`src/hw/hbm_emu_pkg.sv`:
```
package hbm_emu_pkg;

    localparam int phit_size       = 512;
    localparam int dwidth_aximm    = 64;
    localparam int floats_per_beat = phit_size / 32;
    localparam int pat_idx_w       = 5;

    // ieee single layout
    localparam int float_exp_w    = 8;
    localparam int float_man_w    = 23;
    localparam int float_exp_bias = 127;

    localparam logic [1:0] reg_pattern_offset = 2'd0;
    localparam logic [1:0] reg_rd_bursts      = 2'd1;
    localparam logic [1:0] reg_rd_beats       = 2'd2;
    localparam logic [1:0] reg_wr_beats       = 2'd3;

    typedef logic [dwidth_aximm-1:0]  addr_t;
    typedef logic [phit_size-1:0]     beat_t;
    typedef logic [phit_size/8-1:0]   strb_t;
    typedef logic [7:0]               burst_len_t; // beats minus one
    typedef logic [pat_idx_w-1:0]     pat_idx_t;
    typedef logic [31:0]              float32_t;
    typedef logic [31:0]              count_t;

    typedef struct packed {
        addr_t      addr;
        burst_len_t len;
    } axi_ar_t;

    typedef struct packed {
        addr_t      addr;
        burst_len_t len;
    } axi_aw_t;

    typedef struct packed {
        beat_t data;
        strb_t strb;
        logic  last;
    } axi_w_t;

    typedef struct packed {
        beat_t data;
        logic  last;
    } axi_r_t;

    typedef struct packed {
        logic rd_beat;
        logic rd_burst_done;
        logic wr_beat;
    } emu_event_t;

    typedef enum logic [2:0] {
        idle,
        addr_r,
        read,
        addr_w,
        write,
        resp_w
    } emu_state_t;

endpackage
```
`src/hw/hbm_emu_top.sv`:
```
`timescale 1ns/1ps

module hbm_emu_top import hbm_emu_pkg::*; (
    input  logic       ap_clk,
    input  logic       rst,

    input  axi_ar_t    ar,
    input  logic       arvalid,
    output logic       arready,
    input  axi_aw_t    aw,
    input  logic       awvalid,
    output logic       awready,
    input  axi_w_t     w,
    input  logic       wvalid,
    output logic       wready,
    output axi_r_t     r,
    output logic       rvalid,
    input  logic       rready,
    output logic       bvalid,
    input  logic       bready,

    input  logic       cfg_we,
    input  logic [1:0] cfg_addr,
    input  count_t     cfg_wdata,
    output count_t     cfg_rdata
);

    emu_event_t events;
    pat_idx_t   pattern_offset;
    pat_idx_t   pat_idx;
    float32_t   pattern_value;

    hbm_channel_emu u_emu (
        .ap_clk         (ap_clk),
        .rst            (rst),
        .ar             (ar),
        .arvalid        (arvalid),
        .arready        (arready),
        .aw             (aw),
        .awvalid        (awvalid),
        .awready        (awready),
        .w              (w),
        .wvalid         (wvalid),
        .wready         (wready),
        .r              (r),
        .rvalid         (rvalid),
        .rready         (rready),
        .bvalid         (bvalid),
        .bready         (bready),
        .pattern_offset (pattern_offset),
        .pat_idx        (pat_idx),
        .pattern_value  (pattern_value),
        .events         (events)
    );

    float_pattern_gen u_gen (
        .pat_idx (pat_idx),
        .value   (pattern_value)
    );

    emu_config_regs u_regs (
        .ap_clk         (ap_clk),
        .rst            (rst),
        .cfg_we         (cfg_we),
        .cfg_addr       (cfg_addr),
        .cfg_wdata      (cfg_wdata),
        .cfg_rdata      (cfg_rdata),
        .events         (events),
        .pattern_offset (pattern_offset)
    );

endmodule

```
`src/hw/emu_config_regs.sv`:
```
`timescale 1ns/1ps

module emu_config_regs import hbm_emu_pkg::*; (
    input  logic       ap_clk,
    input  logic       rst,

    input  logic       cfg_we,
    input  logic [1:0] cfg_addr,
    input  count_t     cfg_wdata,
    output count_t     cfg_rdata,

    input  emu_event_t events,
    output pat_idx_t   pattern_offset
);

    pat_idx_t offset_q;
    count_t   rd_bursts;
    count_t   rd_beats;
    count_t   wr_beats;

    assign pattern_offset = offset_q;

    // only the offset is writable
    always_ff @(posedge ap_clk) begin
        if (rst) begin
            offset_q <= '0;
        end else if (cfg_we && cfg_addr == reg_pattern_offset) begin
            offset_q <= cfg_wdata[pat_idx_w-1:0];
        end
    end

    // status counters, wrap on overflow
    always_ff @(posedge ap_clk) begin
        if (rst) begin
            rd_bursts <= '0;
            rd_beats  <= '0;
            wr_beats  <= '0;
        end else begin
            if (events.rd_burst_done) begin
                rd_bursts <= rd_bursts + 32'd1;
            end
            if (events.rd_beat) begin
                rd_beats <= rd_beats + 32'd1;
            end
            if (events.wr_beat) begin
                wr_beats <= wr_beats + 32'd1;
            end
        end
    end

    always_comb begin
        case (cfg_addr)
            reg_pattern_offset: cfg_rdata = count_t'(offset_q); // zero-extended
            reg_rd_bursts:      cfg_rdata = rd_bursts;
            reg_rd_beats:       cfg_rdata = rd_beats;
            reg_wr_beats:       cfg_rdata = wr_beats;
            default:            cfg_rdata = '0;
        endcase
    end

endmodule

```
`src/hw/hbm_channel_emu.sv`:
```
`timescale 1ns/1ps

module hbm_channel_emu import hbm_emu_pkg::*; (
    input  logic       ap_clk,
    input  logic       rst,

    input  axi_ar_t    ar,
    input  logic       arvalid,
    output logic       arready,

    input  axi_aw_t    aw,       // address and length unused
    input  logic       awvalid,
    output logic       awready,

    input  axi_w_t     w,
    input  logic       wvalid,
    output logic       wready,

    output axi_r_t     r,
    output logic       rvalid,
    input  logic       rready,

    output logic       bvalid,
    input  logic       bready,

    input  pat_idx_t   pattern_offset,
    output pat_idx_t   pat_idx,
    input  float32_t   pattern_value,

    output emu_event_t events
);

    emu_state_t state;
    emu_state_t next_state;

    burst_len_t len_q;    // arlen of current burst
    burst_len_t beat_cnt;
    pat_idx_t   base_q;   // offset sampled at ar accept

    logic ar_fire;
    logic aw_fire;
    logic r_fire;
    logic w_fire;
    logic b_fire;

    assign ar_fire = arvalid && arready;
    assign aw_fire = awvalid && awready;
    assign r_fire  = rvalid && rready;
    assign w_fire  = wvalid && wready;
    assign b_fire  = bvalid && bready;

    // handshake outputs decoded from state only
    always_comb begin
        arready = (state == addr_r);
        awready = (state == addr_w);
        wready  = (state == write);
        rvalid  = (state == read);
        bvalid  = (state == resp_w);
    end

    assign pat_idx = base_q + pat_idx_t'(beat_cnt); // wraps mod 32

    always_comb begin
        r.data = {floats_per_beat{pattern_value}};
        r.last = (state == read) && (beat_cnt == len_q);
    end

    always_comb begin
        next_state = state;
        case (state)
            idle: begin
                if (arvalid) begin
                    next_state = addr_r; // reads take priority
                end else if (awvalid) begin
                    next_state = addr_w;
                end
            end
            addr_r: begin
                next_state = ar_fire ? read : idle;
            end
            read: begin
                if (r_fire && r.last) begin
                    next_state = idle;
                end
            end
            addr_w: begin
                next_state = aw_fire ? write : idle;
            end
            write: begin
                if (w_fire && w.last) begin
                    next_state = resp_w; // wlast trusted, awlen ignored
                end
            end
            resp_w: begin
                if (b_fire) begin
                    next_state = idle;
                end
            end
            default: begin
                next_state = idle;
            end
        endcase
    end

    always_ff @(posedge ap_clk) begin
        if (rst) begin
            state    <= idle;
            beat_cnt <= '0;
        end else begin
            state <= next_state;
            if (ar_fire) begin
                beat_cnt <= '0;
            end else if (r_fire) begin
                beat_cnt <= beat_cnt + 8'd1;
            end
        end
    end

    always_ff @(posedge ap_clk) begin
        if (ar_fire) begin
            len_q  <= ar.len;
            base_q <= pattern_offset;
        end
    end

    // one-cycle pulses, one edge after the transfer
    always_ff @(posedge ap_clk) begin
        if (rst) begin
            events <= '0;
        end else begin
            events.rd_beat       <= r_fire;
            events.rd_burst_done <= r_fire && r.last;
            events.wr_beat       <= w_fire;
        end
    end

endmodule

```
`src/hw/float_pattern_gen.sv`:
```
`timescale 1ns/1ps

module float_pattern_gen import hbm_emu_pkg::*; (
    input  pat_idx_t pat_idx,
    output float32_t value
);

    logic [2:0]             lead;     // position of leading one
    logic [float_exp_w-1:0] exponent;
    logic [float_man_w-1:0] mantissa;
    logic                   is_zero;

    // priority search, highest set bit wins
    always_comb begin
        lead = '0;
        for (int i = 0; i < pat_idx_w; i++) begin
            if (pat_idx[i]) begin
                lead = 3'(i);
            end
        end
    end

    assign is_zero = (pat_idx == '0);

    always_comb begin
        exponent = float_exp_w'(float_exp_bias + int'(lead));
        // leading one lands on bit 23 and falls off the top
        mantissa = float_man_w'(pat_idx) << (float_man_w - int'(lead));
    end

    always_comb begin
        if (is_zero) begin
            value = '0;
        end else begin
            value = {1'b0, exponent, mantissa}; // always positive
        end
    end

endmodule

```
`config.mk`:
```
export PLATFORM = sky130hd
export DESIGN_NAME = hbm_emu_top
export DESIGN_NICKNAME = d
export VERILOG_FILES = /design/src/hw/hbm_emu_pkg.sv /design/src/hw/hbm_emu_top.sv /design/src/hw/emu_config_regs.sv /design/src/hw/hbm_channel_emu.sv /design/src/hw/float_pattern_gen.sv
export SDC_FILE = /design/constraint.sdc
export NUM_CORES = 1
export LEC_CHECK = 0
export ABC_AREA = 1
export ABC_CLOCK_PERIOD_IN_PS = 6800
export BUFFER_PORTS_ARGS = -buffer_cell sky130_fd_sc_hd__buf_2
export CORE_AREA = 2 2 517 519
export CTS_BUF_LIST = sky130_fd_sc_hd__clkbuf_16
export DETAILED_ROUTE_END_ITERATION = 10
export DIE_AREA = 0 0 519 521
export GPL_ROUTABILITY_DRIVEN = 0
export MAX_ROUTING_LAYER = met4
export PLACE_DENSITY = 0.32
export SLEW_MARGIN = 5
export SYNTH_ARGS = -nofsm -noshare
export SYNTH_HDL_FRONTEND = slang
export SYNTH_SLANG_ARGS = --single-unit
```
`constraint.sdc`:
```
create_clock -name ap_clk -period 6.8 [get_ports ap_clk]
set_input_delay 0.68 -clock ap_clk [delete_from_list [all_inputs] [get_ports ap_clk]]
set_output_delay 0.68 -clock ap_clk [all_outputs]
set_load 0.02 [all_outputs]
```
# After elaboration in Yosys (flattened, before gate mapping)
# Cells that the tools add are included.
[classes] n_eq_ne=13 shift=1 n_addsub=7 reduce_logical=14 muxes=14
[op_table] cell="one-hot mux 32 bit (4 select lines)" n=1
[op_table] cell="adder 32 x 1 -> 32 bit (second input constant)" n=3
[op_table] cell="<< shifter 5 x 32 -> 23 bit" n=1
[op_table] cell="two-way mux 31 bit" n=1
[op_table] cell="two-way mux 3 bit" n=7
[op_table] cell="one-hot mux 3 bit (6 select lines)" n=1
[op_table] cell="logical AND 1 bit" n=9
[op_table] cell="adder 7 x 3 -> 8 bit (first input constant)" n=1
[op_table] cell="adder 8 x 1 -> 8 bit (second input constant)" n=1
[op_table] cell="== test 8 bit" n=1
[op_table] cell="== test 3 x 2 -> 1 bit (second input constant)" n=2
[op_table] cell="== test 3 bit (second input constant)" n=2
[op_table] cell="two-way mux 2 bit" n=3
[op_table] cell="inequality test 2 bit (second input constant)" n=3
[op_table] cell="subtractor 5 x 3 -> 6 bit (first input constant)" n=1
[op_table] cell="adder 5 bit" n=1
[op_table] cell="logical NOT 5 bit" n=1
[op_table] cell="== test 2 bit (second input constant)" n=2
[op_table] cell="AND reduction 4 bit" n=1
[op_table] cell="== test 3 x 1 -> 1 bit (second input constant)" n=1
[op_table] cell="logical NOT 3 bit" n=1
[op_table] cell="inequality test 3 bit (second input constant)" n=1
[op_table] cell="== test 2 x 1 -> 1 bit (second input constant)" n=1
[op_table] cell="logical NOT 2 bit" n=1
[op_table] cell="2 further kinds" n=2
[word_totals] out_inout_bits=550 input_bits=763 reg_bits=128

# Longest topological paths before layout
[logic_depth] word_depth=8 depth_mapped=13 mapped_depth_nobuf=12

# Hierarchy
# A second synthesis with hierarchy kept.
[hier_totals] cells_unflattened=1685 area_unflattened_um2=11582.4
[by_module_without_submodules] module="emu_config_regs" area_per_inst_um2=5997.0 instances=1 cells_per_inst=963 seq_area_each_um2=2021.9
[by_module_without_submodules] module="hbm_channel_emu" area_per_inst_um2=5175.0 instances=1 cells_per_inst=657 seq_area_each_um2=670.6
[by_module_without_submodules] module="float_pattern_gen" area_per_inst_um2=410.4 instances=1 cells_per_inst=65 seq_area_each_um2=0.0

# Worst setup path after synthesis
# OpenSTA, ideal clock, no wires.
[synth_path] path_kind="register to output" start="register u_emu.base_q[0]" end="output port r[123] (netlist bit)" slack_ps=2508 stages_incl_launch_ff=10 t_arrival_ps=3612 n_path_buf=1 path_cell_list="edfxtp_1 > ha_1 > fa_1 > nand3_1 > nand2_1 > or2_1 > nand2_1 > nand3_1 > nor2_1 > buf_4"
[synth_rtl] item="from (decl)" line_no="hbm_channel_emu.sv:38" text="pat_idx_t base_q;"
[synth_rtl] item="from (signal assigned)" line_no="hbm_channel_emu.sv:122" text="base_q <= pattern_offset;"
[synth_rtl] item="to (decl)" line_no="hbm_emu_top.sv:16" text="output axi_r_t r,"

==> results.md <==
- WP data required: ~6.1 ns
- Post-route DRC: 0
- CP max FO: 16
- Fraction of final layout cells with drive strength greater than 1: 0.222
- Post-Place Worst Slack: about 2.6 ns
- Final Power: between 2 and 3 mW
- CP Launch Type: flop
- WL/cell: about 7.9 um
- Crit Path Category: flop to primary output
- Run status: finished, final reports clean
- Pre-antenna DRT Iters: 5
- ANT cells: 0
- Worst Hold Endpoint: u_emu.len_q[3]
- Mux cell area share after synthesis: 0
- Worst reg-to-reg setup slack: around 4.8 ns
- Routed Wire Length: 40,800 um
- Drt first-iter violations: roughly 340
- GRT overflow: 0
- Crit path time final: ~4.5 ns
- Unrepaired setup endpoints after global routing: no
- PortBufs: roughly 250
- Root Buffer: clkbuf_16
- Layout Nets: around 2,400
- Seq/Total Area, Yosys: 0.246
- Final Hold Vio Count: 0
- Hold Startpoint: ar[3]
- Largest family of logic cells by synthesized area: buffers and inverters
- Most frequent cells in the layout: conb_1, buf_2, nand2_1
- Hold/Removal Path Class: input pin to flop
- Syn_area_per_cell: between 7 and 8 um2
- Worst slew margin: 0.270
- Final count of negative-setup-slack endpoints: 0
- Commonest non-fill, non-tap cell in the layout: conb_1
- Post CTS Setup Buffer Count: 0
- Data arrival, critical path: 3.81 ns
- Reg2Reg Depth: 6
- Post-route ant nets: 0
- Syn Inst Count: around 1,500
- H-tree level count: 4
- Final-layout fill cell count: 31,361
- Top cell type by total area after synthesis: buf_4
- Synthesized cell area: around 11,000 um2
- Clock sink count: 128
- Hold_buf cts: 0
- TritonCTS clock tree: yes
- Rows: about 190
- DP HPWL: ~35,000 um
- Initial core utilization: 0.0414
- Max-cap violations: 0
- Antenna violations before repair: 1
- Final worst path period share: 0.661
- Xor and xnor fraction of the mapped netlist area: 0.0216
- Post-Synth Simple-Gate Area: 0.225
- Maximum VDD drop: ~0.18 mV
- Synth Area in Compound Gates: 0.0913
- Post-DR vias/cell: approximately 1.7
- DIE AREA: 270,000 um2
- Final WS setup: 2.31 ns
- Max Clock Skew: ~0.013 ns
- Vias in the first global route: between 7,000 and 8,000
- Combined area of the multi-input logic cells: roughly 5100 um2
- Clock transition at path regs: 0.06 ns
- I/O pins: 1,313
- Power density over cell area: ~180 nW/um2
- FMAX: 223 MHz
- Placeable core region: roughly 260,000 um2
- Top cell type's share of synthesized area: 0.346
- FF+latch count, synth: 128
- Die height: ~520 um
- Die Wd: about 520 um
- Setup TNS: 0 ns
- Via count: 8,600
- R2R Path End: u_regs.wr_beats[28]
- Placement Cell Area: roughly 14,000 um2
- Design Area, Final: about 15,000 um2
- Syn. warnings: 0
- Worst setup EP type: primary output
- Post-CTS sizing: 0
- TritonCTS Buffers: 17
- Sequential cell area: about 2700 um2
- All-Layer GR Usage: 0.0299
- First-pass GRT wire length: about 55,000 um
- Hold slack: ~0.38 ns
- Largest cells by area after synthesis: buf_4, dfxtp_1, nand2_1
- Slew @ Worst Pin: ~1.1 ns
- Post-Synth Adder-Cell Area: 0.0133
- Largest net degree at the start of global routing: 40
- Worst hold stages: 1
- Worst-Skew Late Latency: ~0.48 ns
- Total leakage power: around 5.0 nW
- CTS max path bufs: 2
- Distinct cells, synth: 50
- Fin. max-slew vios: 0
- Worst r2r src: u_emu.events[0]
- Synth-to-Final Area Change: 34.1%
how the worst max path moves through the flow:
| stage | end | slack [ns] | startpoint |
|---|---|---|---|
| final | r[409] | 2.31 | u_emu.base_q[0] |
| after global routing | r[56] | 1.91 | u_emu.base_q[0] |
| after CTS | r[504] | 2.06 | u_emu.base_q[0] |
| after detailed placement | r[504] | 2.61 | u_emu.base_q[0] |
| after global placement | r[120] | 2.69 | u_emu.base_q[0] |
| after floorplan | r[123] | 2.51 | u_emu.base_q[0] |
power breakdown:
part           switching, mW  internal [mW]
Clock                  0.474          0.523
Combinational          0.676          0.190
Sequential            0.0174          0.781
Total                   1.17           1.49
synth_stat cells, drive strengths merged:
library cell / count
buf: 511
nand2: 225
nor2: 166
inv: 139
dfxtp: 115
a21oi: 64
nand3: 51
o21ai: 50
nor3: 43
nand4: 27
o221ai: 20
xor2: 16
clkbuf: 14
edfxtp: 13
xnor2: 11
ha: 10
o211ai: 9
nor3b: 8
a31oi: 6
o21a: 6
nor4: 5
o2111ai: 5
a211oi: 4
and2: 2
clkinv: 2
nand3b: 2
or2: 2
and3b: 1
conb: 1
fa: 1
o221a: 1
o31ai: 1
worst max-delay path: stages (launching register included):
cell	delay (ns)
edfxtp_1	0.42
ha_1	0.25
fa_1	0.40
nand3_1	0.10
nand2_1	0.06
or2_1	0.20
nand2_1	0.30
nand2_1	0.16
ha_1	0.32
nor2_2	0.78
buf_2	0.31
area by class of cell:
class                      count  area share
clock buffer                  17      0.0290
clock inverter                15      0.0115
multi-input combinational   1056       0.345
tap                         3533       0.301
timing repair buffer         266      0.0930
sequential                   128       0.184
inverter                     141      0.0361
cell families (layout without fill, tap and decap cells):
family | Yosys count | after routing
fa+ha+maj | 11 | 11
simple gates | 532 | 532
compound gates | 166 | 166
buf+inv | 666 | 439
flops | 128 | 128
xor+xnor | 27 | 27
other cells | 1 | 320
flip-flops by register name, summed over array words and instances, names as in the netlist:
register and flops:
u_regs.rd_bursts 32, u_emu.len_q 8, u_emu.events 3, u_regs.pattern_offset 5, u_emu.state 3, u_regs.wr_beats 32, u_regs.rd_beats 32, u_emu.beat_cnt 8
u_emu.base_q 5
layer usage:
layer | wire length (um) | GRT usage | vias to the layer above
met2 | 22100 | 0.0552 | 441
li1 | - | - | 4250
met5 | 0 | - | -
met4 | 1240 | 0.0140 | 0
met1 | 14600 | 0.0290 | 3881
met3 | 2820 | 0.00796 | 28
through the flow:
step | instances | utilization
6_report | 5156 | 0.0555
3_5_place_dp | 5124 | 0.0532
4_1_cts | 5156 | 0.0555
2_1_floorplan | 1850 | -
5_1_grt | 5156 | 0.0555
3_3_place_gp | 5124 | 0.0532
No activity file was read; power rests on OpenSTA's default activity.
